File: config.mk
export PLATFORM = sky130hd
export DESIGN_NAME = ara_redu
export DESIGN_NICKNAME = d
export VERILOG_FILES = /design/src/ara_pkg.sv /design/src/ara_redu.sv
export VERILOG_INCLUDE_DIRS = /design/src /design/src/src
export SDC_FILE = /design/constraint.sdc
export NUM_CORES = 1
export LEC_CHECK = 0
export BUFFER_PORTS_ARGS = -buffer_cell sky130_fd_sc_hd__buf_2
export CORE_ASPECT_RATIO = 0.5
export CORE_MARGIN = 2
export CORE_UTILIZATION = 61
export DETAILED_ROUTE_END_ITERATION = 10
export GPL_ROUTABILITY_DRIVEN = 1
export PLACE_DENSITY = 0.95
export SYNTH_ARGS = -nofsm -noshare
export SYNTH_HDL_FRONTEND = slang
export SYNTH_SLANG_ARGS = --single-unit
File: constraint.sdc
create_clock -name clk_i -period 12.06 [get_ports clk_i]
set_clock_uncertainty 0.2 [all_clocks]
set_input_delay 2.412 -clock clk_i [delete_from_list [all_inputs] [get_ports clk_i]]
set_output_delay 2.412 -clock clk_i [all_outputs]
set_load 0.02 [all_outputs]
File: src/ara_cfg.svh
//////////////////////////////////////////////////////////////////////
// Vector unit configuration
// Lane count, register file size and queue depth
//////////////////////////////////////////////////////////////////////

`ifndef ARA_CFG_SVH
`define ARA_CFG_SVH

// Parallel lanes as a power of two
`define ARA_NR_LANES 4

// Elements held by each lane for one register
`define ARA_ELEMS_PER_LANE 4

// Architectural vector registers
`define ARA_NR_VREGS 8

// Width of one element in bits
`define ARA_ELEM_WIDTH 32

// Instructions buffered in front of each lane
`define ARA_QUEUE_DEPTH 2

`endif
File: src/ara_pkg.sv
//////////////////////////////////////////////////////////////////////
// Vector unit types shared by the dispatcher, sequencer and lanes
//////////////////////////////////////////////////////////////////////

`include "ara_cfg.svh"

package ara_pkg;

  // One vector element
  typedef logic [`ARA_ELEM_WIDTH-1:0] elem_t;

  // Vector register number
  typedef logic [$clog2(`ARA_NR_VREGS)-1:0] vreg_idx_t;

  // Element index across the whole vector
  typedef logic [$clog2(`ARA_NR_LANES*`ARA_ELEMS_PER_LANE)-1:0] elem_idx_t;

  // One bit per lane
  typedef logic [`ARA_NR_LANES-1:0] lane_mask_t;

  typedef enum logic [2:0] {
    VOP_VID_ADD,
    VOP_VADD,
    VOP_VSUB,
    VOP_VAND,
    VOP_VXOR,
    VOP_VREDSUM
  } vop_e;

  // Request from the scalar core
  typedef struct packed {
    vop_e      op;
    vreg_idx_t vd;
    vreg_idx_t vs1;
    vreg_idx_t vs2;
    elem_t     scalar;
  } acc_req_t;

  // Response to the scalar core that is zero unless a reduction
  typedef struct packed {
    elem_t result;
  } acc_resp_t;

  // Instruction broadcast to every lane
  typedef struct packed {
    vop_e      op;
    vreg_idx_t vd;
    vreg_idx_t vs1;
    vreg_idx_t vs2;
    elem_t     scalar;
  } lane_req_t;

  // Partial sums with one slot per lane
  typedef elem_t [`ARA_NR_LANES-1:0] lane_partial_t;

endpackage

File: src/ara_redu.sv
//////////////////////////////////////////////////////////////////////
// Reduction unit adding the lane partial sums to the scalar
//////////////////////////////////////////////////////////////////////

`timescale 1ns/1ps

`include "ara_cfg.svh"

module ara_redu (
  input  logic                   clk_i,
  input  logic                   rst_n_i,
  input  ara_pkg::elem_t         red_scalar_i,
  input  logic                   red_start_i,
  input  ara_pkg::lane_partial_t partial_i,
  input  ara_pkg::lane_mask_t    partial_valid_i,
  output ara_pkg::elem_t         red_result_o,
  output logic                   red_result_valid_o
);
  import ara_pkg::*;

  elem_t         scalar_q;
  lane_mask_t    recv_q;
  lane_mask_t    recv_d;
  lane_partial_t part_q;
  lane_partial_t part_d;
  elem_t         total;

  // Merge this cycle's partials with the stored ones
  always_comb begin
    recv_d = recv_q | partial_valid_i;
    total  = scalar_q;
    for (int l = 0; l < `ARA_NR_LANES; l++) begin
      part_d[l] = partial_valid_i[l] ? partial_i[l] : part_q[l];
      total     = total + part_d[l];
    end
  end

  always_ff @(posedge clk_i) begin
    if (!rst_n_i) begin
      recv_q             <= '0;
      red_result_valid_o <= 1'b0;
    end else begin
      red_result_valid_o <= &recv_d;
      recv_q             <= (&recv_d) ? '0 : recv_d;
    end
  end

  always_ff @(posedge clk_i) begin
    if (red_start_i) begin
      scalar_q <= red_scalar_i;
    end
    part_q <= part_d;
    if (&recv_d) begin
      red_result_o <= total;
    end
  end

endmodule

==> Word level (Yosys, flattened, before mapping) <==
Cells that the tools add are included.
{ "word_totals": {"reg_bits": 197, "input_bits": 167, "out_inout_bits": 33, "elab_cells": 20} }
{ "op_classes": {"add_sub_neg": 4, "mux": 4, "bitwise": 2, "n_reduce_logical": 2} }
{ "op_table": {"columns": ["cell", "n"], "rows": [
  ["$add A32 B32 Y32", 4],
  ["$mux W32", 4],
  ["$or A4 B4 Y4", 1],
  ["$reduce_and A4 Y1", 1],
  ["$reduce_or A2 Y1", 1],
  ["$not A1 Y1", 1]
]} }

==> Depth between registers and ports, before layout <==
{ "depth": {"word_depth": 5, "mapped_depth": 19, "mapped_depth_nobuf": 17} }

==> Least setup slack after synthesis <==
Ideal clock, no wire load.
{ "synth_path": {"path_kind": "input-to-reg", "from": "input port partial_valid_i[0]", "to": "register red_result_o[31], data pin", "setup_ns": 0.255, "t_arrival_ns": 6.798, "required_ns": 11.605, "slack_ns": 4.807, "stages": 18, "n_path_buf": 2, "cell_sequence": "buf_4 clkbuf_1 mux2i_1 fa_1 fa_1 fa_1 inv_1 ha_1 inv_1 fa_1 and2b_1 o2111ai_1 a2111oi_2 nor4_2 o21ai_2 a31oi_2 nand4b_1 and3_1"} }
{ "synth_via": {"elab_chain_cells": 5} }
{ "synth_lines": {"columns": ["element", "line", "text"], "rows": [
  ["start, declared", "ara_redu.sv:15", "input ara_pkg::lane_mask_t partial_valid_i,"],
  ["$mux W32", "ara_redu.sv:33", "part_d[l] = partial_valid_i[l] ? partial_i[l] : part_q[l];"],
  ["$add A32 B32 Y32 (4 in series)", "ara_redu.sv:34", "total = total + part_d[l];"],
  ["named net total[31]", "ara_redu.sv:26", "elem_t total;"],
  ["end signal, assigned", "ara_redu.sv:54", "red_result_o <= total;"],
  ["end, declared", "ara_redu.sv:16", "output ara_pkg::elem_t red_result_o,"]
]} }
The timed path passes the listed nets, and every way through them passes these cells.
A chain may end at the register's enable or synchronous reset.

==> results.md <==
- Mean Syn Cell Area: 11.2 um^2
- CTS resizes: 0
- Clock sink count: 197
- Initial Utilization: 0.617
- Number of global-route vias before repair: 7,750
- Initial antenna violation count: 0
- Post-DRT Antenna Nets: 0
- Routability Congestion: 0.841
- Core area: 0.0172 mm^2
- Num CTS Buffers: 17
- Hold crit path type: register to register
- Number of register bits inferred by synthesis: 197
- H-tree depth: 4
- Via Count: 7,031
- CTS tree: yes
- Worst stage delay on the critical path: 0.66 ns
- Pin count of the biggest net entering global routing: 34
- P_leak: 6.45 nW
- Leading area contributor after synthesis: dfxtp_1
- Congestion Overflow GR: 0
- Final net count: 1,439
- Part of the Yosys area used for sequential elements: 0.432
- Rows: 34
- Root Driver: clkbuf_16
- Worst path required time: 12.04 ns
- Hold WS: 0.281 ns
- Status: completed
- Setup bufs post-CTS: 0
- Crit-path slowest cell: a2111oi_2
- Avg Vias per Cell: 5.04
- Clock transition at path regs: 0.07 ns
- P per Cell Area: 266 mW/mm^2
- FMAX: 133 MHz
- Critical-path cell list: buf_2 > buf_4 > mux2_2 > fa_1 > inv_1 > fa_1 > fa_1 > inv_1 > ha_1 > inv_1 > fa_1 > and2b_1 > o2111ai_1 > a2111oi_2 > nor4_2 > o21ai_2 > a31oi_2 > nand4b_1 > and3_1
- Routed WL: 22,600 um
- Fin cells: 1,395
- NetSw: 1.36 mW
- Sw Ratio: 0.409
- Reg-to-reg slack, setup: 7.03 ns
- Share of cells above drive strength 1: 0.252
- # fillers: 1,170
- WL per Instance: 16.2 um
- First-pass GRT wire length: 37,100 um
- Synthesized cell area: 0.0106 mm^2
- Ys Warns: 0
- FF/Latch Area: 0.00458 mm^2
- Final min period: 7.49 ns
- Worst Path Max Fanout: 33
- Hold buffer count at cts: 0
- Top cell by count, worst path: fa_1
- Vert. Die Dim: 97.2 um
- Maximum root-to-sink buffer count: 2
- Main synth FF type: dfxtp_1
- Period utilization: 0.621
- CP Launch Type: input pin
- Boundary pin count: 200
- GRT Resource Usage Total: 0.259
- Number of instances in the placed design: 1,363
- Post-synth ARST share: 0
- Diode count: 0
- Relative slew margins: 0.354
- WP data arrival: 7.47 ns
- Initial DRC count: 205
- Drt first pass iters: 4
- Syn Inst Count: 947
- Sequential Power Share: 0.276
- Worst skew pair latency: 0.43 ns
- Syn nets: 1,238
- Share of the synthesized area in the top cell type: 0.251
- Setup Viol. Count Final: 0
- Hpwl dp: 17,100 um
- Pre-CTS setup slack: 4.16 ns
- RSZ-0062 raised after global routing: no
- Multi-input gate area in the final layout: 0.00487 mm^2
- Critical Path End Type: register
- Clock Power Share: 0.184
- Unique cell type count in the Yosys netlist: 57
- Worst setup margin: 4.57 ns
- Setup TNS: 0 ns
- Max-cap viol count: 0
- Combinational Power Share: 0.540
- Int Power: 1.96 mW
- Post-synth top cells: inv_1 (280), dfxtp_1 (133), fa_1 (92)
- Actual slew at the worst max-slew pin: 0.969 ns
- Count of final max-slew check failures: 0
- Tot Pwr: 3.32 mW
- Post-synth EDFFs: 64
- Post-route DRC: 0
- Area growth from synthesis to layout: 17.6%
- CP Class: input pin to register
- Die X: 190 um
- Largest cells by area after synthesis: dfxtp_1 (25%), edfxtp_1 (18%), fa_1 (17%)
- PortBufs: 199
- Fin. Hold Viols: 0
- Largest vdd supply drop: 131 uV
- Die ar.: 0.0185 mm^2
- Count leader, synth: inv_1
==> cell type report <==
type | instances | share of cell area
Multi-Input combinational cell | 447 | 0.391
Sequential cell | 197 | 0.368
Inverter | 280 | 0.0843
Timing Repair Buffer | 205 | 0.0835
Clock buffer | 18 | 0.0352
Tap cell | 234 | 0.0235
Clock inverter | 14 | 0.0152
==> path summary, 6_finish.rpt <==
kind / startpoint / endpoint / cells past startpoint
max reg2reg: part_q[33] / red_result_o[31] / 16
min reg2reg: part_q[56] / part_q[56] / 2
max: partial_valid_i[0] / red_result_o[31] / 19
min: part_q[56] / part_q[56] / 2
==> state kept, by name, indices dropped and copies added (netlist names) <==
name,cells
recv_q,4
red_result_valid_o,1
red_result_o,32
scalar_q,32
part_q,128
==> routing by layer <==
metal / wire length (um) / GRT usage / vias up / share of wire
met1: 9540 / 0.320 / 3432 / 0.42
met2: 11600 / 0.467 / 198 / 0.52
li1: - / - / 3366 / -
met4: 455 / 0.0918 / 0 / 0.020
met5: 0 / 0 / - / 0
met3: 947 / 0.0376 / 35 / 0.042
==> cells by family after synthesis <==
family | after synthesis | share of synthesized area
AO/OA/AOI/OAI | 81 | 0.0533
XOR/XNOR | 29 | 0.0260
adder cells (fa/ha/maj) | 124 | 0.211
buffers and inverters | 303 | 0.109
flip-flops | 197 | 0.432
multiplexers | 128 | 0.127
AND/OR/NAND/NOR | 85 | 0.0412
==> critical path: cells and delay by family <==
| kind | cells | cell delay [ns] |
|---|---|---|
| buf+inv | 5 | 0.84 |
| compound gates | 4 | 1.13 |
| simple gates | 4 | 0.75 |
| mux | 1 | 0.43 |
| fa+ha+maj | 5 | 1.91 |
==> per-stage QoR <==
stage          cell area (um^2)  utilization
5_1_grt                   12500        0.726
3_5_place_dp              11800        0.689
6_report                  12500        0.726
3_3_place_gp              11800        0.689
2_1_floorplan             10600            -
4_1_cts                   12500        0.726
==> power groups by stage <==
stage	registers [mW]	logic (mW)	clock network [mW]
global route	0.925	1.99	0.645
finish	0.916	1.79	0.612
floorplan	0.991	1.27	0
CTS	0.917	1.77	0.623
detailed placement	0.931	1.75	0
global placement	0.923	1.64	0
==> placed cells by master (no fill, tap or decap), types with 4 or more instances in the layout <==
cell type / synthesis / layout
a211oi_1: 4 / 4
a21o_1: 14 / 14
a21oi_1: 25 / 25
and3_1: 5 / 5
buf_2: 2 / 199
buf_4: 4 / 6
clkbuf_16: 0 / 17
clkinv_4: 0 / 4
dfxtp_1: 133 / 133
edfxtp_1: 64 / 64
fa_1: 92 / 92
ha_1: 32 / 32
inv_1: 280 / 280
mux2_2: 41 / 41
mux2i_1: 84 / 84
nand2_1: 17 / 17
nand3_1: 5 / 5
nand4_1: 4 / 4
nor2_1: 21 / 21
nor2b_1: 4 / 4
nor3_1: 13 / 13
o21a_1: 4 / 4
o21ai_0: 11 / 11
xnor2_1: 17 / 17
xor2_1: 10 / 10
Power figures use the tool's default switching activity.
