$ cat config.mk
export PLATFORM = sky130hd
export DESIGN_NAME = ara_lane
export DESIGN_NICKNAME = d
export VERILOG_FILES = /design/src/ara_pkg.sv /design/src/ara_lane.sv
export VERILOG_INCLUDE_DIRS = /design/src /design/src/src
export SDC_FILE = /design/constraint.sdc
export NUM_CORES = 2
export LEC_CHECK = 0
export BUFFER_PORTS_ARGS = -buffer_cell sky130_fd_sc_hd__buf_2
export CAP_MARGIN = 10
export CELL_PAD_IN_SITES_DETAIL_PLACEMENT = 2
export CELL_PAD_IN_SITES_GLOBAL_PLACEMENT = 2
export CORE_ASPECT_RATIO = 1.5
export CORE_UTILIZATION = 45
export CTS_BUF_LIST = sky130_fd_sc_hd__clkbuf_4 sky130_fd_sc_hd__clkbuf_8
export CTS_CLUSTER_DIAMETER = 40
export DETAILED_ROUTE_END_ITERATION = 10
export PLACE_DENSITY = 0.75
export SETUP_SLACK_MARGIN = 0.4
export SLEW_MARGIN = 20
export SYNTH_ARGS = -nofsm -noshare
export SYNTH_HDL_FRONTEND = slang
export SYNTH_SLANG_ARGS = --single-unit
$ cat constraint.sdc
create_clock -name clk_i -period 16.7 [get_ports clk_i]
set_clock_uncertainty 0.05 [all_clocks]
set_input_delay 0.835 -clock clk_i [delete_from_list [all_inputs] [get_ports clk_i]]
set_output_delay 0.835 -clock clk_i [all_outputs]
set_load 0.02 [all_outputs]
$ cat src/ara_cfg.svh
//////////////////////////////////////////////////////////////////////
// Vector unit configuration
// Lane count, register file size and queue depth
//////////////////////////////////////////////////////////////////////

`ifndef ARA_CFG_SVH
`define ARA_CFG_SVH

// Parallel lanes as a power of two
`define ARA_NR_LANES 4

// Elements held by each lane for one register
`define ARA_ELEMS_PER_LANE 4

// Architectural vector registers
`define ARA_NR_VREGS 8

// Width of one element in bits
`define ARA_ELEM_WIDTH 32

// Instructions buffered in front of each lane
`define ARA_QUEUE_DEPTH 2

`endif
$ cat src/ara_pkg.sv
//////////////////////////////////////////////////////////////////////
// Vector unit types shared by the dispatcher, sequencer and lanes
//////////////////////////////////////////////////////////////////////

`include "ara_cfg.svh"

package ara_pkg;

  // One vector element
  typedef logic [`ARA_ELEM_WIDTH-1:0] elem_t;

  // Vector register number
  typedef logic [$clog2(`ARA_NR_VREGS)-1:0] vreg_idx_t;

  // Element index across the whole vector
  typedef logic [$clog2(`ARA_NR_LANES*`ARA_ELEMS_PER_LANE)-1:0] elem_idx_t;

  // One bit per lane
  typedef logic [`ARA_NR_LANES-1:0] lane_mask_t;

  typedef enum logic [2:0] {
    VOP_VID_ADD,
    VOP_VADD,
    VOP_VSUB,
    VOP_VAND,
    VOP_VXOR,
    VOP_VREDSUM
  } vop_e;

  // Request from the scalar core
  typedef struct packed {
    vop_e      op;
    vreg_idx_t vd;
    vreg_idx_t vs1;
    vreg_idx_t vs2;
    elem_t     scalar;
  } acc_req_t;

  // Response to the scalar core that is zero unless a reduction
  typedef struct packed {
    elem_t result;
  } acc_resp_t;

  // Instruction broadcast to every lane
  typedef struct packed {
    vop_e      op;
    vreg_idx_t vd;
    vreg_idx_t vs1;
    vreg_idx_t vs2;
    elem_t     scalar;
  } lane_req_t;

  // Partial sums with one slot per lane
  typedef elem_t [`ARA_NR_LANES-1:0] lane_partial_t;

endpackage

$ cat src/ara_lane.sv
//////////////////////////////////////////////////////////////////////
// Vector lane with instruction queue, register slice and ALU
//////////////////////////////////////////////////////////////////////

`timescale 1ns/1ps

`include "ara_cfg.svh"

module ara_lane #(
  parameter int unsigned LANE_ID = 0
) (
  input  logic               clk_i,
  input  logic               rst_n_i,
  input  ara_pkg::lane_req_t lane_req_i,
  input  logic               lane_req_valid_i,
  output logic               lane_req_ready_o,
  output ara_pkg::elem_t     partial_o,
  output logic               partial_valid_o
);
  import ara_pkg::*;

  localparam int unsigned DEPTH     = `ARA_QUEUE_DEPTH;
  localparam int unsigned LAST_ELEM = `ARA_ELEMS_PER_LANE - 1;

  typedef logic [$clog2(DEPTH)-1:0]               qptr_t;
  typedef logic [$clog2(DEPTH+1)-1:0]             qcnt_t;
  typedef logic [$clog2(`ARA_ELEMS_PER_LANE)-1:0] ecnt_t;

  lane_req_t queue_q [DEPTH];
  qptr_t     wr_ptr_q;
  qptr_t     rd_ptr_q;
  qcnt_t     count_q;
  ecnt_t     elem_cnt_q;
  logic      busy;
  logic      push;
  logic      pop;
  lane_req_t insn;

  // Register slice where row r holds element r * lanes + LANE_ID
  elem_t     rf_q [`ARA_NR_VREGS][`ARA_ELEMS_PER_LANE];
  elem_t     opa;
  elem_t     opb;
  elem_t     alu_res;
  elem_t     sum;
  elem_t     acc_q;
  elem_idx_t elem_idx;

  //////////////////////////////////////////////////////////////////////
  // Instruction queue
  assign busy = (count_q != '0);
  assign insn = queue_q[rd_ptr_q];
  assign pop  = busy && (elem_cnt_q == ecnt_t'(LAST_ELEM));
  // A retiring slot frees up in the same cycle
  assign lane_req_ready_o = (count_q != qcnt_t'(DEPTH)) || pop;
  assign push = lane_req_valid_i && lane_req_ready_o;

  always_ff @(posedge clk_i) begin
    if (!rst_n_i) begin
      wr_ptr_q   <= '0;
      rd_ptr_q   <= '0;
      count_q    <= '0;
      elem_cnt_q <= '0;
    end else begin
      if (push) begin
        wr_ptr_q <= (wr_ptr_q == qptr_t'(DEPTH - 1)) ? '0 : wr_ptr_q + 1'b1;
      end
      if (pop) begin
        rd_ptr_q <= (rd_ptr_q == qptr_t'(DEPTH - 1)) ? '0 : rd_ptr_q + 1'b1;
      end
      count_q <= count_q + qcnt_t'(push) - qcnt_t'(pop);
      if (pop) begin
        elem_cnt_q <= '0;
      end else if (busy) begin
        elem_cnt_q <= elem_cnt_q + 1'b1;
      end
    end
  end

  always_ff @(posedge clk_i) begin
    if (push) begin
      queue_q[wr_ptr_q] <= lane_req_i;
    end
  end

  //////////////////////////////////////////////////////////////////////
  // Execution of one element per cycle
  assign opa      = rf_q[insn.vs2][elem_cnt_q];
  assign opb      = rf_q[insn.vs1][elem_cnt_q];
  assign elem_idx = elem_idx_t'(32'(elem_cnt_q) * `ARA_NR_LANES + LANE_ID);

  always_comb begin
    case (insn.op)
      VOP_VID_ADD: alu_res = insn.scalar + elem_t'(elem_idx);
      VOP_VADD:    alu_res = opa + opb;
      // vd = vs2 - vs1
      VOP_VSUB:    alu_res = opa - opb;
      VOP_VAND:    alu_res = opa & opb;
      VOP_VXOR:    alu_res = opa ^ opb;
      default:     alu_res = '0;
    endcase
  end

  // Running sum of vs2 restarted on the first element
  assign sum = ((elem_cnt_q == '0) ? '0 : acc_q) + opa;

  always_ff @(posedge clk_i) begin
    if (busy && insn.op != VOP_VREDSUM) begin
      rf_q[insn.vd][elem_cnt_q] <= alu_res;
    end
    if (busy) begin
      acc_q <= sum;
    end
    if (pop && insn.op == VOP_VREDSUM) begin
      partial_o <= sum;
    end
  end

  always_ff @(posedge clk_i) begin
    if (!rst_n_i) begin
      partial_valid_o <= 1'b0;
    end else begin
      partial_valid_o <= pop && (insn.op == VOP_VREDSUM);
    end
  end

endmodule

* Yosys cells after proc, flatten, opt, wreduce, memory -nomap -nowiden
Memory sizes are Yosys's and may differ from the RTL's. A register that Yosys moved wholly into a read port is not among the register bits.
Cells that the tools add are included.
** Word-level totals
- Bits of input ports :: 47
- Flip-flop bits (word level) :: 71
- Output and inout bits :: 34
- Memories :: 2
- Memory bits (writable) :: 1112
- Logic and storage cells :: 60
** Memory list
- rf_q :: words 8, width 128, read ports 2, clocked after Yosys merged registers in 0, wr ports 1, line ara_lane.sv:40 : elem_t rf_q [`ARA_NR_VREGS][`ARA_ELEMS_PER_LANE];
- queue_q :: words 2, width 44, read ports 1, clocked after Yosys merged registers in 1, wr ports 1, line ara_lane.sv:29 : lane_req_t queue_q [DEPTH];
** Operators by class
- Multiplexer cells :: 18
- Magnitude comparators :: 2
- $add $sub $neg :: 9
- Bitwise logic cells :: 4
- Equality and inequality tests :: 8
- Reductions and logical operators :: 10
** Operators with widths (number)
- two-way mux 32 bit :: 6
- case mux 32 bit (5 select lines) :: 1
- binary-select mux 32 bit (select 2 bit) :: 2
- two-way mux 128 bit :: 1
- adder 32 bit :: 2
- demux 32 bit (select 2 bit) :: 1
- adder 32 x 4 -> 32 bit :: 1
- bitwise AND 32 bit :: 1
- subtractor 32 bit :: 1
- XOR 32 bit :: 1
- two-way mux 1 bit :: 7
- equality test 3 x 2 -> 1 bit, second input constant :: 2
- equality test 3 bit, second input constant :: 2
- logical AND 1 bit :: 5
- equality test 3 x 1 -> 1 bit, second input constant :: 1
- >= comparator 3 bit, second input constant :: 1
- zero test 3 bit :: 1
- < comparator 3 x 1 -> 1 bit, second input constant :: 1
- != test 3 bit, second input constant :: 1
- inverter 2 -> 3 bit :: 1
- adder 1 bit, second input constant :: 2
- adder 2 x 1 -> 2 bit :: 1
- adder 2 x 1 -> 2 bit, second input constant :: 1
- equality test 2 bit, second input constant :: 1
- 7 further kinds :: 7

* Logic depth before layout (Yosys ltp)
- Word-level depth :: 6
- Mapped depth :: 30
- Mapped depth without buffers :: 24

* Worst setup path after synthesis
No wires, ideal clock.
- Path type :: flip-flop to flip-flop
- From :: register with a tool-made name
- To :: memory rf_q[0][126] (netlist name) (data pin)
- Data required time :: 16.196 ns
- Stages on the path, launching flop included :: 26
- Arrival :: 7.272 ns
- Buffers on the path :: 7
- Library setup time :: 0.454 ns
- Path slack :: 8.924 ns
- Period minus slack after synthesis :: 7.776 ns
- Cells stage by stage :: dfxtp_1 buf_6 buf_6 buf_4 buf_4 mux2i_1 buf_2 buf_1 buf_2 mux4_2 mux4_2 nand2_1 nand2_1 ha_1 nor2b_1 o21ai_0 a21boi_0 o31ai_1 a21o_1 a21oi_1 a41o_1 a221oi_1 nor2b_1 o41a_1 mux2i_1 o21ai_0
** RTL lines (line)
- to (decl) :: ara_lane.sv:40

==> flow_summary.yaml <==
status:
  status: "complete, no violations"
sta:
  finalMaxSlewViolations: 0
  rsz0062_at_grt: "no"
  relSlewSlack_pct: 20.1
  worst_slew_pin_slew_ps: 1200
  whs_ps: 146
  fin_tns_setup_ps: 0
  finalHoldViolations: 0
  finalSetupViolations: 0
  period_share_pct: 57.2
  finalWorstSetupSlack_ps: 7150
  fmax_mhz: 105
  post-route-min-period_ps: 9550
layout:
  syn_to_final_growth_pct: 11.7
  nFillCells: 12549
  nets: 4852
  layout-drive-gt1-share_pct: 19.9
  multiInputGateArea_sq_um: 24600
  regArea_sq_um: 35500
floorplanning:
  rows: 165
  die_w_um: 303
  die_h_um: 453
  core_area_sq_um: 135000
  start_util_pct: 45.3
  die_area_sq_um: 137000
  boundaryPins: 81
yosys:
  synthCells: 4533
  ys_seq_area_share_pct: 58.0
  synthAdderAreaFrac_pct: 2.33
  synth_top_family_by_area: "multiplexers"
  synth_warnings: 0
  syn_nets: 4692
  synthMuxAreaShare_pct: 16.1
  synth-simple-area-share_pct: 10.3
  avgSynthCellArea_sq_um: 13.5
  synthDistinctLibCells: 89
  ys.flop_type: "edfxtp_1"
  netlist_area_sq_um: 61100
  synth_compound_area_share_pct: 8.81
  synth_edf_count: 1176
  synth_seq_cells: 1184
  synthXorXnorAreaFrac_pct: 1.63
  synthArstFlopShare_pct: 0
power:
  p_int_mw: 6.00
  p_leak_nw: 23.4
  switching_share_pct: 35.0
  p_seq_share_pct: 42.1
  switching_power_mw: 3.23
  max-vdd-ir-drop_v: 0.0000806
  power_density_nw_per_um2: 135
  power_mw: 9.23
  clkPwrFrac_pct: 28.1
  comb_power_share_pct: 29.8
worst_setup_path:
  rr_worst_depth: 26
  max_stage_delay_ps: 740
  worst-path-max-fanout: 80
  crit_top_cell: "o21ai_0"
  reg2reg_to: "rf_q[5][95]$_DFFE_PP_"
  endpoint_kind: "flip-flop"
  r2r_slack_ps: 7150
  critical_path_class: "reg -> reg"
  start_kind: "flip-flop"
  slowest_stage: "mux2_8"
  required_ps: 17280
  crit_arrival_ps: 10140
flow_run:
  max-cap-violations: 0
min_path:
  hold_path_depth: 1
  hold_class: "in -> reg"
  whs_endpoint: "queue_q[0][36]$_DFFE_PP_"
  min-delay-start: "lane_req_i[36]"
global_routing:
  grt_pass1_vias: 49955
  overflow: 0
  antenna_found_initial: 11
  grtUsageTotal_pct: 38.4
  grt_pass1_wl_um: 369000
  grt_max_degree: 136
drt:
  vias: 46556
  drt_iter0_markers: 5495
  dr.pass1.iters: 6
  drc: 0
  viasPerCell: 7.04
  routedWlPerCell_um: 39.8
  wl_um: 263000
  ant_nets: 0
cts:
  cts_tree: "yes"
  cts_setup_buffers: 0
  cts.reportedPaths.clkPinSlew_ps: 60
  htreeDepth: 4
  clk_latency_ps: 990
  clock-sinks: 1184
  clockBufferDepth: 3
  root_buffer: "clkbuf_8"
  cts_buffers: 189
placed_design:
  gp_congestion: 0.886
  io_buffers: 80
  place_hpwl_um: 161000
  dp_slack_ps: 6950
-- power groups by stage --
stage / Combinational (mW) / Sequential (mW) / Clock (mW)
floorplan: 1.59 / 3.94 / 0
CTS: 2.67 / 3.89 / 2.62
global route: 2.88 / 3.89 / 2.73
finish: 2.75 / 3.88 / 2.60
detailed placement: 2.64 / 3.95 / 0
global placement: 2.51 / 3.94 / 0
-- layout by cell type, fill, tap and decap left out, types with 15 or more instances in the layout --
cell	instances
nor2_4	34
buf_2	80
mux4_2	332
and2_1	18
and3_1	30
a211oi_1	89
dlygate4sd3_1	43
xor2_1	39
o211ai_1	33
inv_1	54
clkbuf_4	40
nand2_1	672
nor2b_1	60
a31oi_1	50
edfxtp_1	1176
a22oi_1	36
xnor2_1	75
nand4_1	19
nor3_1	49
clkinv_2	25
o21ai_0	90
a311oi_1	21
a32oi_1	15
clkbuf_8	194
nand2b_1	64
o21bai_1	20
a21oi_1	198
a21o_1	29
a221oi_1	21
nand3_1	225
clkinv_1	62
o22ai_1	40
buf_4	134
o221ai_1	34
nor2_1	172
ha_1	109
mux2i_1	212
-- cell usage after synthesis (89+ instances only) --
cell type | count | area (sq um)
edfxtp_1 | 1176 | 35300
nand2_1 | 673 | 2530
mux4_2 | 332 | 7480
nand3_1 | 225 | 1130
mux2i_1 | 217 | 2170
nor2_1 | 208 | 781
a21oi_1 | 198 | 991
ha_1 | 109 | 1360
o21ai_0 | 105 | 526
clkbuf_1 | 104 | 390
buf_2 | 102 | 510
a211oi_1 | 89 | 668
-- cell type report --
| class | instances | area share [%] |
|---|---|---|
| diodes | 7 | 0.0257 |
| clock buffers | 234 | 4.35 |
| clock inverters | 115 | 1.20 |
| inverters | 58 | 0.319 |
| multi-input cells | 2994 | 36.0 |
| flip-flops and latches | 1184 | 52.0 |
| well taps | 1753 | 3.21 |
| repair buffers | 266 | 2.95 |
-- what timing repair did --
item / CTS / global route
hold buffers: 43 / 0
gates resized for setup: 0 / 0
hold endpoints to repair: 86 / 0
-- worst max path at each step --
stage	endpoint	slack [ps]	depth (start not counted)
after floorplan	rf_q[0][126]$_DFFE_PP_	8920	25
after global placement	rf_q[3][63]$_DFFE_PP_	7480	21
after detailed placement	rf_q[3][63]$_DFFE_PP_	6950	24
after CTS	rf_q[5][95]$_DFFE_PP_	6910	21
after global routing	rf_q[0][63]$_DFFE_PP_	6700	24
final	rf_q[5][95]$_DFFE_PP_	7150	26
-- worst max-delay path: cells and delay by family (launching register included) --
family / cells / cell delay, ps
fa+ha+maj: 2 / 720
mux: 3 / 1200
flops: 1 / 670
buf+inv: 4 / 1490
compound gates: 11 / 3540
xor+xnor: 2 / 340
simple gates: 4 / 900
-- routing by layer --
metal / GRT usage, % / up-vias / part of all wire [%]
met1: 45.3 / 24638 / 35
li1: - / 18119 / -
met4: 26.0 / 10 / 7.6
met2: 62.7 / 2864 / 48
met3: 8.13 / 925 / 9.0
met5: 0 / - / 0.043
-- metrics by stage --
step           util (%)  instance area [sq um]  cells
6_report           50.7                  68300   6611
5_1_grt            50.6                  68300   6606
4_1_cts            50.6                  68200   6604
3_5_place_dp       47.4                  64000   6212
3_3_place_gp       47.4                  63900   6209
2_1_floorplan         -                  61100   4533
-- cells by family after synthesis --
family	after synthesis
XOR/XNOR	114
AO/OA/AOI/OAI	801
adder cells (fa/ha/maj)	112
buffers and inverters	355
flip-flops	1184
multiplexers	565
AND/OR/NAND/NOR	1402
-- sequential cells by signal, summed over array words and instances, names as in the netlist, 2 cells and up, named ones only --
name / cells
partial_o: 32
rf_q: 1024
count_q: 2
acc_q: 32
queue_q: 88
elem_cnt_q: 2
Note: power is estimated with default switching activity, not from simulation.
