$ cat src/ara_cfg.svh
//////////////////////////////////////////////////////////////////////
// Vector unit configuration
// Lane count, register file size and queue depth
//////////////////////////////////////////////////////////////////////

`ifndef ARA_CFG_SVH
`define ARA_CFG_SVH

// Parallel lanes as a power of two
`define ARA_NR_LANES 4

// Elements held by each lane for one register
`define ARA_ELEMS_PER_LANE 4

// Architectural vector registers
`define ARA_NR_VREGS 8

// Width of one element in bits
`define ARA_ELEM_WIDTH 32

// Instructions buffered in front of each lane
`define ARA_QUEUE_DEPTH 2

`endif
$ cat src/ara_pkg.sv
//////////////////////////////////////////////////////////////////////
// Vector unit types shared by the dispatcher, sequencer and lanes
//////////////////////////////////////////////////////////////////////

`include "ara_cfg.svh"

package ara_pkg;

  // One vector element
  typedef logic [`ARA_ELEM_WIDTH-1:0] elem_t;

  // Vector register number
  typedef logic [$clog2(`ARA_NR_VREGS)-1:0] vreg_idx_t;

  // Element index across the whole vector
  typedef logic [$clog2(`ARA_NR_LANES*`ARA_ELEMS_PER_LANE)-1:0] elem_idx_t;

  // One bit per lane
  typedef logic [`ARA_NR_LANES-1:0] lane_mask_t;

  typedef enum logic [2:0] {
    VOP_VID_ADD,
    VOP_VADD,
    VOP_VSUB,
    VOP_VAND,
    VOP_VXOR,
    VOP_VREDSUM
  } vop_e;

  // Request from the scalar core
  typedef struct packed {
    vop_e      op;
    vreg_idx_t vd;
    vreg_idx_t vs1;
    vreg_idx_t vs2;
    elem_t     scalar;
  } acc_req_t;

  // Response to the scalar core that is zero unless a reduction
  typedef struct packed {
    elem_t result;
  } acc_resp_t;

  // Instruction broadcast to every lane
  typedef struct packed {
    vop_e      op;
    vreg_idx_t vd;
    vreg_idx_t vs1;
    vreg_idx_t vs2;
    elem_t     scalar;
  } lane_req_t;

  // Partial sums with one slot per lane
  typedef elem_t [`ARA_NR_LANES-1:0] lane_partial_t;

endpackage

$ cat src/ara_dispatcher.sv
//////////////////////////////////////////////////////////////////////
// Dispatcher between the scalar core and the vector sequencer
// Issues one instruction at a time and returns its response
//////////////////////////////////////////////////////////////////////

`timescale 1ns/1ps

module ara_dispatcher (
  input  logic                clk_i,
  input  logic                rst_n_i,
  input  ara_pkg::acc_req_t   acc_req_i,
  input  logic                acc_req_valid_i,
  output logic                acc_req_ready_o,
  output ara_pkg::acc_resp_t  acc_resp_o,
  output logic                acc_resp_valid_o,
  input  logic                acc_resp_ready_i,
  output ara_pkg::lane_req_t  ara_req_o,
  output logic                ara_req_valid_o,
  input  logic                ara_req_ready_i,
  input  ara_pkg::elem_t      red_result_i,
  input  logic                red_result_valid_i
);
  import ara_pkg::*;

  typedef enum logic [1:0] {
    IDLE,
    ISSUE,
    WAIT_RESULT,
    RESPOND
  } disp_state_e;

  disp_state_e state_q;
  disp_state_e state_d;
  lane_req_t   req_q;
  acc_resp_t   resp_q;

  assign acc_req_ready_o  = (state_q == IDLE);
  assign ara_req_valid_o  = (state_q == ISSUE);
  assign acc_resp_valid_o = (state_q == RESPOND);
  assign ara_req_o        = req_q;
  assign acc_resp_o       = resp_q;

  always_comb begin
    state_d = state_q;
    case (state_q)
      IDLE: if (acc_req_valid_i) state_d = ISSUE;
      ISSUE: begin
        if (ara_req_ready_i) begin
          // Only reductions wait for the lanes
          state_d = (req_q.op == VOP_VREDSUM) ? WAIT_RESULT : RESPOND;
        end
      end
      WAIT_RESULT: if (red_result_valid_i) state_d = RESPOND;
      RESPOND: if (acc_resp_ready_i) state_d = IDLE;
      default: state_d = IDLE;
    endcase
  end

  always_ff @(posedge clk_i) begin
    if (!rst_n_i) begin
      state_q <= IDLE;
    end else begin
      state_q <= state_d;
    end
  end

  // Request and response payload
  always_ff @(posedge clk_i) begin
    if (acc_req_valid_i && acc_req_ready_o) begin
      req_q.op     <= acc_req_i.op;
      req_q.vd     <= acc_req_i.vd;
      req_q.vs1    <= acc_req_i.vs1;
      req_q.vs2    <= acc_req_i.vs2;
      req_q.scalar <= acc_req_i.scalar;
    end
    if (state_q == ISSUE && ara_req_ready_i && req_q.op != VOP_VREDSUM) begin
      resp_q.result <= '0;
    end
    if (state_q == WAIT_RESULT && red_result_valid_i) begin
      resp_q.result <= red_result_i;
    end
  end

endmodule

$ cat config.mk
export PLATFORM = sky130hd
export DESIGN_NAME = ara_dispatcher
export DESIGN_NICKNAME = d
export VERILOG_FILES = /design/src/ara_pkg.sv /design/src/ara_dispatcher.sv
export VERILOG_INCLUDE_DIRS = /design/src /design/src/src
export SDC_FILE = /design/constraint.sdc
export NUM_CORES = 1
export LEC_CHECK = 0
export CAP_MARGIN = 20
export CELL_PAD_IN_SITES_DETAIL_PLACEMENT = 1
export CELL_PAD_IN_SITES_GLOBAL_PLACEMENT = 2
export CORE_ASPECT_RATIO = 0.6
export CORE_MARGIN = 5
export CORE_UTILIZATION = 39
export DETAILED_ROUTE_END_ITERATION = 6
export DONT_BUFFER_PORTS = 1
export GPL_TIMING_DRIVEN = 0
export PLACE_DENSITY_LB_ADDON = 0.1
export SLEW_MARGIN = 20
export SYNTH_ARGS = -nofsm -noshare
export SYNTH_HDL_FRONTEND = slang
export SYNTH_SLANG_ARGS = --single-unit
$ cat constraint.sdc
create_clock -name clk_i -period 2.8 [get_ports clk_i]
set_input_delay 0.42 -clock clk_i [delete_from_list [all_inputs] [get_ports clk_i]]
set_output_delay 0.42 -clock clk_i [all_outputs]
set_load 0.05 [all_outputs]
Word level (Yosys, flattened, before mapping) --
Cells that the tools add are included.
Word-level totals: register bits 78, input port bits 82, output and inout bits 79, word-level logic and storage cells 31
Operators by class: equal/unequal tests 9, multiplexer cells 8, reductions and logical operators 7
Operators by type and width (count):
- two-way mux 32 bit | 2
- two-way mux 2 bit | 4
- case mux 2 bit (4 select lines) | 1
- equality test 2 bit, second input constant | 2
- logical AND 1 bit | 4
- inequality test 2 x 1 -> 1 bit, second input constant | 2
- inequality test 2 bit, second input constant | 2
- AND reduction 4 bit | 1
- equality test 3 bit, second input constant | 1
- inequality test 3 bit, second input constant | 1
- equality test 2 x 1 -> 1 bit, second input constant | 1
- zero test 2 bit | 1
- nonzero test 2 bit | 1
- two-way mux 1 bit | 1

Logic depth before layout (Yosys ltp) --
Gate-level depths: netlist of run 1.
depth after elaboration 5, gate-level depth with buffers 6, mapped depth without buffers 6

Least setup slack after synthesis of run 1 --
Ideal clock, no wire load.
path type register to register, start register state_q[0], end register req_q (netlist bit ara_req_o[0]) (enable), setup time 0.406 ns, arrival time 2.076 ns, data required time 2.394 ns, slack 0.318 ns, stages on the path, launching flop included 4, buffers on the path 0, period minus slack after synthesis 2.482 ns, path through dfxtp_1 -> inv_1 -> ha_1 -> and2_1
Between the ends: word-level cells in the longest chain between the ends 2
RTL lines:
- start: declaration | RTL line ara_dispatcher.sv:32 | disp_state_e state_q;
- start signal: assignment | RTL line ara_dispatcher.sv:63 | state_q <= state_d;
- zero test 2 bit | RTL line ara_dispatcher.sv:37 | assign acc_req_ready_o = (state_q == IDLE);
- net acc_req_ready_o | RTL line ara_dispatcher.sv:13 | output logic acc_req_ready_o,
- logical AND 1 bit | RTL line ara_dispatcher.sv:69 | if (acc_req_valid_i && acc_req_ready_o) begin
- end: declaration | RTL line ara_dispatcher.sv:34 | lane_req_t req_q;
The timed path passes the listed nets, and every way through them passes these cells. A chain may end at the register's enable or synchronous reset.

Worst setup path in the final report of run 1 --
start register state_q[1], end register resp_q (netlist bit acc_resp_o[27]) (enable)
Between the ends: word-level cells in the longest chain between the ends 4, elaborated cells on any way between the ends 6, classes of those cells 2 x eq/ne; 4 x reduce/logical
RTL lines:
- equality test 2 x 1 -> 1 bit
- net ara_req_valid_o | RTL line ara_dispatcher.sv:18 | output logic ara_req_valid_o,
- logical AND 1 bit (2 in series) | RTL line ara_dispatcher.sv:76 | if (state_q == ISSUE && ara_req_ready_i && req_q.op != VOP_VREDSUM) begin
- nonzero test 2 bit (no source line)
- end: declaration | RTL line ara_dispatcher.sv:35 | acc_resp_t resp_q;
The timed path passes the listed nets, and every way through them passes these cells.

==> summary.txt, run 1 <==
Starting DRT DRC Count: 124
XOR/XNOR share of the synthesized area: 0%
Root buffer cell: clkbuf_16
CP required: 2750 ps
Synth Flop Type: edfxtp_1
Postcts setup bufs: 0
Ranking of synthesized cells by area: edfxtp_1 84%, and3_1 6.7%, ha_1 1.8%, dfxtp_1 1.5%, and3_2 0.83%
Clock Sinks: 78
Syn avg cell area: 19.8 sq um
Worst Max-Slew Pin Slew: 877 ps
CP arrival: 2230 ps
Hold_buf cts: 0
Total Routing Usage GR: 13.7%
Number of fill cells: 623
Vias in the first global route: 1304
Register area: 2320 sq um
Critical Path Stages: 3
Global route total overflow: 0
Min cycle time layout: 2280 ps
CP bufs+invs: 1
CP Launch Type: flip-flop
Global-route wire length before repair: 8660 microns
Maximum clock path buffer count: 2
Final GP Congestion: 0.762
Nets: 235
Hold crit path type: in -> reg
Area Growth Syn to Fin: 14.7%
CP max stage cell: a32o_2
Vias per inst: 5.23
Synth Warn #: 0
CP delay by family, top: compound AO/OA/AOI/OAI gates
DRT antenna net count: 0
Worst setup path class: reg -> reg
Final WL: 6140 microns
Post-CTS sizing: 0
Antenna Cells: 0
Compound-Gate Fraction of Synth Area: 1.62%
DRC errors left: 0
Synth area leader: edfxtp_1
CP cell instances: inv_1 -> ha_1 -> a32o_2
Routed vias: 1261
Final setup fails: 0
Die Y-Extent: 74.5 microns
Synth cell count leaders: 76 x edfxtp_1, 29 x and3_1, 6 x clkbuf_1, 4 x ha_1, 4 x inv_1
Drt wl/cell: 25.5 microns
CORE AREA: 6710 sq um
Critical Path End Type: flip-flop
Setup TNS: 0 ps
Lkg Pwr: 1.14 nW
Pwr dens: 1370 nW/um^2
Multi-input gate area: 350 sq um
Share of the synthesized area in the top cell type: 84.3%
DR pass1 iterations: 4
TritonCTS buffer count: 9
Post-synthesis simple-gate area fraction: 9.01%
Max Fanout on Critical Path: 32
Synth Cell Area: 2710 sq um
Syn_nets: 223
Post-place setup slack: 508 ps
Peak Freq: 438 MHz
Tot Pwr: 4.24 mW
Post-synth EDFFs: 76
CTS tree: built
Final worst-path cycle share: 81.5%
Unrepaired setup endpoints after global routing: false
# IOs: 161
Post-synth cell types: 17
Synth Instances: 137
Clk_lat worst skew: 330 ps
Layout cells sized above 1: 13.6%
Starting density of the core: 40.4%
Sequential cell area fraction in the yosys report: 85.8%
Max-cap viol count: 0
Area share of fa/ha/maj cells after synthesis: 1.85%
Hold Violations, Final: 0
Die W: 118 microns
Skew final: 2.59 ps
Most common cell in the synthesized netlist: edfxtp_1
Clock Pin Slew Worst Setup and Hold Paths: 60 ps
DP Wirelength: 4700 microns
Row cnt: 23
Largest family of logic cells by synthesized area: simple AND/OR/NAND/NOR gates
WHS: 187 ps
Initial antenna violation count: 0
Die area: 8760 sq um
Mux contribution to synthesized area: 0.370%
CP peak stage delay: 880 ps
Final slew viol count: 0
#FFs+latches synth: 78
Outcome: finished, final reports clean
H-tree levels: 3
Largest net degree at the start of global routing: 37
R2R cell count: 3
Worst setup margin: 517 ps
Slew headroom: 41.5%
IO Port Bufs: 0
Ys async rst share: 0%
Max VDD drop: 511 uV
Hold depth: 0
## stage by stage
stage / util, % / std cells / instance area [sq um]
floorplan: - / 137 / 2710
global placement: 42.0 / 224 / 2820
detailed placement: 42.3 / 225 / 2840
CTS: 46.3 / 241 / 3110
global route: 46.3 / 241 / 3110
finish: 46.3 / 241 / 3110
## power breakdown
| part | total (mW) | internal [mW] | switching [mW] |
|---|---|---|---|
| Combinational | 0.468 | 0.118 | 0.350 |
| Clock | 1.02 | 0.596 | 0.429 |
| Sequential | 2.75 | 1.70 | 1.05 |
## area by class of cell
class                   count  share of cell area, %
plain buffers               6                  0.725
well taps                  87                   3.51
flip-flops and latches     78                   74.8
repair buffers              1                  0.645
clock buffers              10                   7.37
clock inverters             6                   1.21
inverters                   4                  0.483
multi-input cells          49                   11.3
## routing by layer
metal	track usage, %	vias up	share of wire [%]
met5	0	-	0
met3	8.36	4	10
met2	19.6	96	47
met1	17.2	605	42
li1	-	556	-
met4	4.58	0	0.78
## cell usage in the layout (no fill, tap or decap), types with 2 or more instances in the layout
cell	instances
clkinvlp_4	2
clkbuf_1	7
clkbuf_16	9
inv_1	4
dfxtp_1	2
clkinv_2	2
and3_1	29
nand2b_1	3
and3_2	3
ha_1	4
edfxtp_1	76
a21oi_1	2
## cell families (layout without fill, tap and decap cells)
kind of cell	Yosys count	in the layout
DFF	78	78
and+or+nand+nor	39	39
buffers and inverters	10	27
AOI/OAI and AO/OA	5	5
adders and majority gates	4	4
muxes	1	1
## worst paths after layout
check                          start                            to  slack, ps
max          state_q[1]$_SDFFE_PN0P_  acc_resp_o[27]$_SDFFCE_PN0P_        520
min                    acc_req_i[21]       ara_req_o[21]$_DFFE_PP_        190
max reg2reg  state_q[1]$_SDFFE_PN0P_  acc_resp_o[27]$_SDFFCE_PN0P_        520
min reg2reg  state_q[0]$_SDFFE_PN0P_       state_q[0]$_SDFFE_PN0P_        520
## registers in the layout, summed over array words and instances, names as in the netlist
name / count
ara_req_o: 44
acc_resp_o: 32
state_q: 2
Power figures use the tool's default switching activity.
==> run 2: changes to the inputs <==
--- a/config.mk
+++ b/config.mk
@@ -11,7 +11,7 @@
 export CELL_PAD_IN_SITES_GLOBAL_PLACEMENT = 2
 export CORE_ASPECT_RATIO = 0.6
 export CORE_MARGIN = 5
-export CORE_UTILIZATION = 39
+export CORE_UTILIZATION = 35
 export DETAILED_ROUTE_END_ITERATION = 6
 export DONT_BUFFER_PORTS = 1
 export GPL_TIMING_DRIVEN = 0
==> constraint.sdc (replaced) <==
create_clock -name clk_i -period 2 [get_ports clk_i]
set_input_delay 0.3 -clock clk_i [delete_from_list [all_inputs] [get_ports clk_i]]
set_output_delay 0.3 -clock clk_i [all_outputs]
set_load 0.05 [all_outputs]
==> summary.txt, run 2 (synthesized netlist as in run 1, its figures left out) <==
Outcome: finished, final reports clean
DRC errors left: 0
Hold depth: 0
Final worst-path cycle share: 90.3%
Vias per inst: 4.95
Antenna Cells: 0
Starting density of the core: 36.7%
# IOs: 161
Largest net degree at the start of global routing: 23
Final WL: 6210 microns
Worst setup path class: reg -> reg
Hold crit path type: in -> reg
M3 GR Usage: 7.69%
Comb pwr share: 10.9%
Slew headroom: 63.1%
CTS tree: built
DRT antenna net count: 0
Internal power: 3.65 mW
Max reg flops: 44
Pwr dens: 1960 nW/um^2
Max-cap viol count: 0
CP peak stage delay: 560 ps
Die area: 9650 sq um
Postcts setup bufs: 0
Maximum clock path buffer count: 2
Unrepaired setup endpoints after global routing: false
CP delay by family, top: simple AND/OR/NAND/NOR gates
Flop pwr share: 61.1%
Total Routing Usage GR: 12.8%
Layout cells sized above 1: 16.8%
Initial antenna violation count: 0
CP arrival: 1770 ps
Sw Pwr: 2.62 mW
Drt wl/cell: 24.0 microns
CP cell instances: inv_1 -> ha_2 -> and2_2
Setup TNS: 0 ps
Min cycle time layout: 1810 ps
Skew final: 4.07 ps
Clock Sinks: 78
Hold_buf cts: 0
Final instance area: 3210 sq um
IO Port Bufs: 0
Area Growth Syn to Fin: 18.4%
H-tree levels: 3
Final GP Congestion: 0.657
Final slew viol count: 0
Final setup fails: 0
CP Launch Type: flip-flop
Hold Path End: ara_req_o[4]$_DFFE_PP_
Vias in the first global route: 1396
Max Fanout on Critical Path: 22
Nets: 236
Sw Share: 41.7%
CORE AREA: 7390 sq um
Clock Pin Slew Worst Setup and Hold Paths: 60 ps
Clk_lat worst skew: 330 ps
Global route total overflow: 0
Critical Path End Type: flip-flop
Max VDD drop: 780 uV
Worst reg-to-reg setup slack: 190 ps
Critical Path Stages: 3
Reg2reg end: ara_req_o[34]$_DFFE_PP_
CP max stage cell: and2_2
Root buffer cell: clkbuf_16
Global-route wire length before repair: 8740 microns
CP bufs+invs: 1
GRT met1 Usage: 13.9%
Row cnt: 24
Placed inst area: 2840 sq um
Routed vias: 1281
Die W: 124 microns
Placed cells: 241
GR Layer Usage met2: 20.8%
Gr busiest metal: met2
Lkg Pwr: 1.17 nW
Hold Violations, Final: 0
TritonCTS buffer count: 9
Clock share of power: 28.0%
R2R Path Start: state_q[0]$_SDFFE_PN0P_
DR pass1 iterations: 4
Tot Pwr: 6.27 mW
CP required: 1970 ps
R2R cell count: 3
Most frequent cells in the layout: 76 x edfxtp_1, 29 x and3_1, 9 x clkbuf_16, 6 x clkbuf_1, 4 x inv_1
Most common cell after layout, fill and taps aside: edfxtp_1
DP Wirelength: 4590 microns
Starting DRT DRC Count: 42
Worst Max-Slew Pin Slew: 554 ps
Post-CTS sizing: 3
Peak Freq: 554 MHz
HP Start: acc_req_i[4]
Post-route insts no fill: 259
Die Y-Extent: 78.1 microns
run 2: layer usage:
metal | share of wire [%] | wire (microns)
met3 | 9.4 | 583
met5 | 0 | 0
met2 | 50 | 3110
met4 | 1.3 | 79
met1 | 39 | 2440
run 2: worst max-delay path by stage:
| stage | from | endpoint |
|---|---|---|
| floorplan | state_q[1]$_SDFFE_PN0P_ | acc_resp_o[0]$_SDFFCE_PN0P_ |
| global placement | state_q[1]$_SDFFE_PN0P_ | acc_resp_o[27]$_SDFFCE_PN0P_ |
| detailed placement | state_q[1]$_SDFFE_PN0P_ | acc_resp_o[29]$_SDFFCE_PN0P_ |
| CTS | state_q[0]$_SDFFE_PN0P_ | ara_req_o[34]$_DFFE_PP_ |
| global route | state_q[0]$_SDFFE_PN0P_ | ara_req_o[15]$_DFFE_PP_ |
| finish | state_q[0]$_SDFFE_PN0P_ | ara_req_o[34]$_DFFE_PP_ |
run 2: power by group through the flow:
| stage | sequential (mW) | clock [mW] | combinational [mW] |
|---|---|---|---|
| after floorplan | 3.79 | 0 | 0.500 |
| after global placement | 3.88 | 0 | 0.599 |
| after detailed placement | 3.89 | 0 | 0.642 |
| after CTS | 3.86 | 1.80 | 0.708 |
| after global routing | 3.88 | 1.89 | 0.769 |
| final | 3.83 | 1.75 | 0.684 |
run 2: layout make-up:
class	count	area, sq um
multi-input cells	51	385
flip-flops and latches	78	2320
fillers	698	4180
clock buffers	9	225
well taps	104	130
inverters	4	15.0
clock inverters	7	105
plain buffers	6	22.5
run 2: per-stage QoR:
step | util (%) | hold WS (ps) | setup slack, ps
floorplan | - | 399 | 38.0
global placement | 38.5 | 399 | -211
detailed placement | 38.5 | 399 | -266
CTS | 43.4 | 44.7 | 155
global route | 43.4 | 34.0 | 84.0
finish | 43.4 | 62.1 | 194
==> run 3: changes to the inputs <==
--- a/config.mk
+++ b/config.mk
@@ -16,6 +16,7 @@
 export DONT_BUFFER_PORTS = 1
 export GPL_TIMING_DRIVEN = 0
 export PLACE_DENSITY_LB_ADDON = 0.1
+export REMOVE_ABC_BUFFERS = 1
 export SLEW_MARGIN = 20
 export SYNTH_ARGS = -nofsm -noshare
 export SYNTH_HDL_FRONTEND = slang
==> summary.txt, run 3 (synthesized netlist as in run 1, its figures left out) <==
Min cycle time layout: 1820 ps
Starting DRT DRC Count: 67
Hold_buf cts: 0
Nets: 230
Clock Pin Slew Worst Setup and Hold Paths: 60 ps
Hold crit path type: in -> reg
DRT antenna net count: 0
Final GP Congestion: 0.702
Worst setup path class: reg -> reg
Outcome: finished, final reports clean
Placed cells: 236
Final setup fails: 0
Antenna Cells: 0
Skew final: 4.21 ps
Core Util, Final: 42.6%
DRC errors left: 0
Most frequent cells in the layout: 76 x edfxtp_1, 29 x and3_1, 9 x clkbuf_16, 4 x inv_1
Drt wl/cell: 23.5 microns
CP arrival: 1830 ps
Final WL: 5950 microns
Row cnt: 24
Die Y-Extent: 78.1 microns
# IOs: 161
Setup TNS: 0 ps
Max Fanout on Critical Path: 38
Starting density of the core: 36.7%
Worst setup margin: 183 ps
Max reg flops: 44
Global-route wire length before repair: 8580 microns
Die W: 124 microns
Root buffer cell: clkbuf_16
CP Launch Type: flip-flop
Unrepaired setup endpoints after global routing: false
Area Growth Syn to Fin: 16.1%
CORE AREA: 7390 sq um
Initial antenna violation count: 0
Layout cells sized above 1: 17.4%
Final worst-path cycle share: 90.9%
Multi-input gate area: 389 sq um
Register area: 2320 sq um
Worst Max-Slew Pin Slew: 559 ps
Postcts setup bufs: 0
Largest net degree at the start of global routing: 39
DR pass1 iterations: 4
Vias in the first global route: 1381
Max-cap viol count: 0
Total Routing Usage GR: 12.3%
Slew headroom: 62.7%
Final slew viol count: 0
Max VDD drop: 938 uV
CTS tree: built
Clock Sinks: 78
Critical Path End Type: flip-flop
Post-place setup slack: -472 ps
Vias per inst: 4.97
DP Wirelength: 4390 microns
CP required: 2010 ps
Maximum clock path buffer count: 2
Clk_lat worst skew: 320 ps
Number of fill cells: 703
IO Port Bufs: 0
Routed vias: 1258
TritonCTS buffer count: 9
Lkg Pwr: 1.13 nW
Post-route insts no fill: 253
Pwr dens: 1890 nW/um^2
Global route total overflow: 0
Most common cell after layout, fill and taps aside: edfxtp_1
Peak Freq: 550 MHz
Die area: 9650 sq um
H-tree levels: 3
Hold Violations, Final: 0
-- run 3: final timing paths --
check,cells after the start,end,from,slack (ps)
max,4,ara_req_o[30]$_DFFE_PP_,state_q[0]$_SDFFE_PN0P_,180
min,0,ara_req_o[13]$_DFFE_PP_,acc_req_i[13],70
max reg2reg,4,ara_req_o[30]$_DFFE_PP_,state_q[0]$_SDFFE_PN0P_,180
min reg2reg,2,state_q[0]$_SDFFE_PN0P_,state_q[0]$_SDFFE_PN0P_,510
-- run 3: metal layers --
metal	share of wire [%]	vias up	global-route usage (%)
met5	0	-	0
met4	1.2	0	4.31
met3	10	8	7.18
met2	49	84	19.9
met1	40	619	13.6
li1	-	547	-
-- run 3: layout make-up --
cell class	instances	area share, %
clock inverters	6	1.23
well taps	104	4.14
flip-flops and latches	78	73.9
repair buffers	1	0.637
clock buffers	10	7.28
multi-input cells	50	12.4
inverters	4	0.478
-- run 3: where the power goes --
group / internal, mW / switching [mW] / total [mW]
clock network: 0.834 / 0.588 / 1.42
logic: 0.199 / 0.497 / 0.697
registers: 2.37 / 1.47 / 3.84
-- run 3: stage by stage --
step / hold slack [ps] / power, mW / cell area [sq um]
after floorplan: 399 / 4.27 / 2690
after global placement: 399 / 4.47 / 2820
after detailed placement: 399 / 4.53 / 2840
after CTS: 53.0 / 6.02 / 3130
after global routing: 40.5 / 6.20 / 3140
final: 68.0 / 5.96 / 3140
-- run 3: what timing repair did --
action	CTS	global route
pin swaps	1	0
cloned	1	0
setup endpoints to repair	32	54
endpoints found under the hold margin	0	0
gates resized for setup	3	2
-- run 3: worst max-delay path, cell delays in order, from the launching register on --
cell and delay, ps:
dfxtp_1 340, inv_1 160, ha_2 420, and2_2 320, buf_12 240
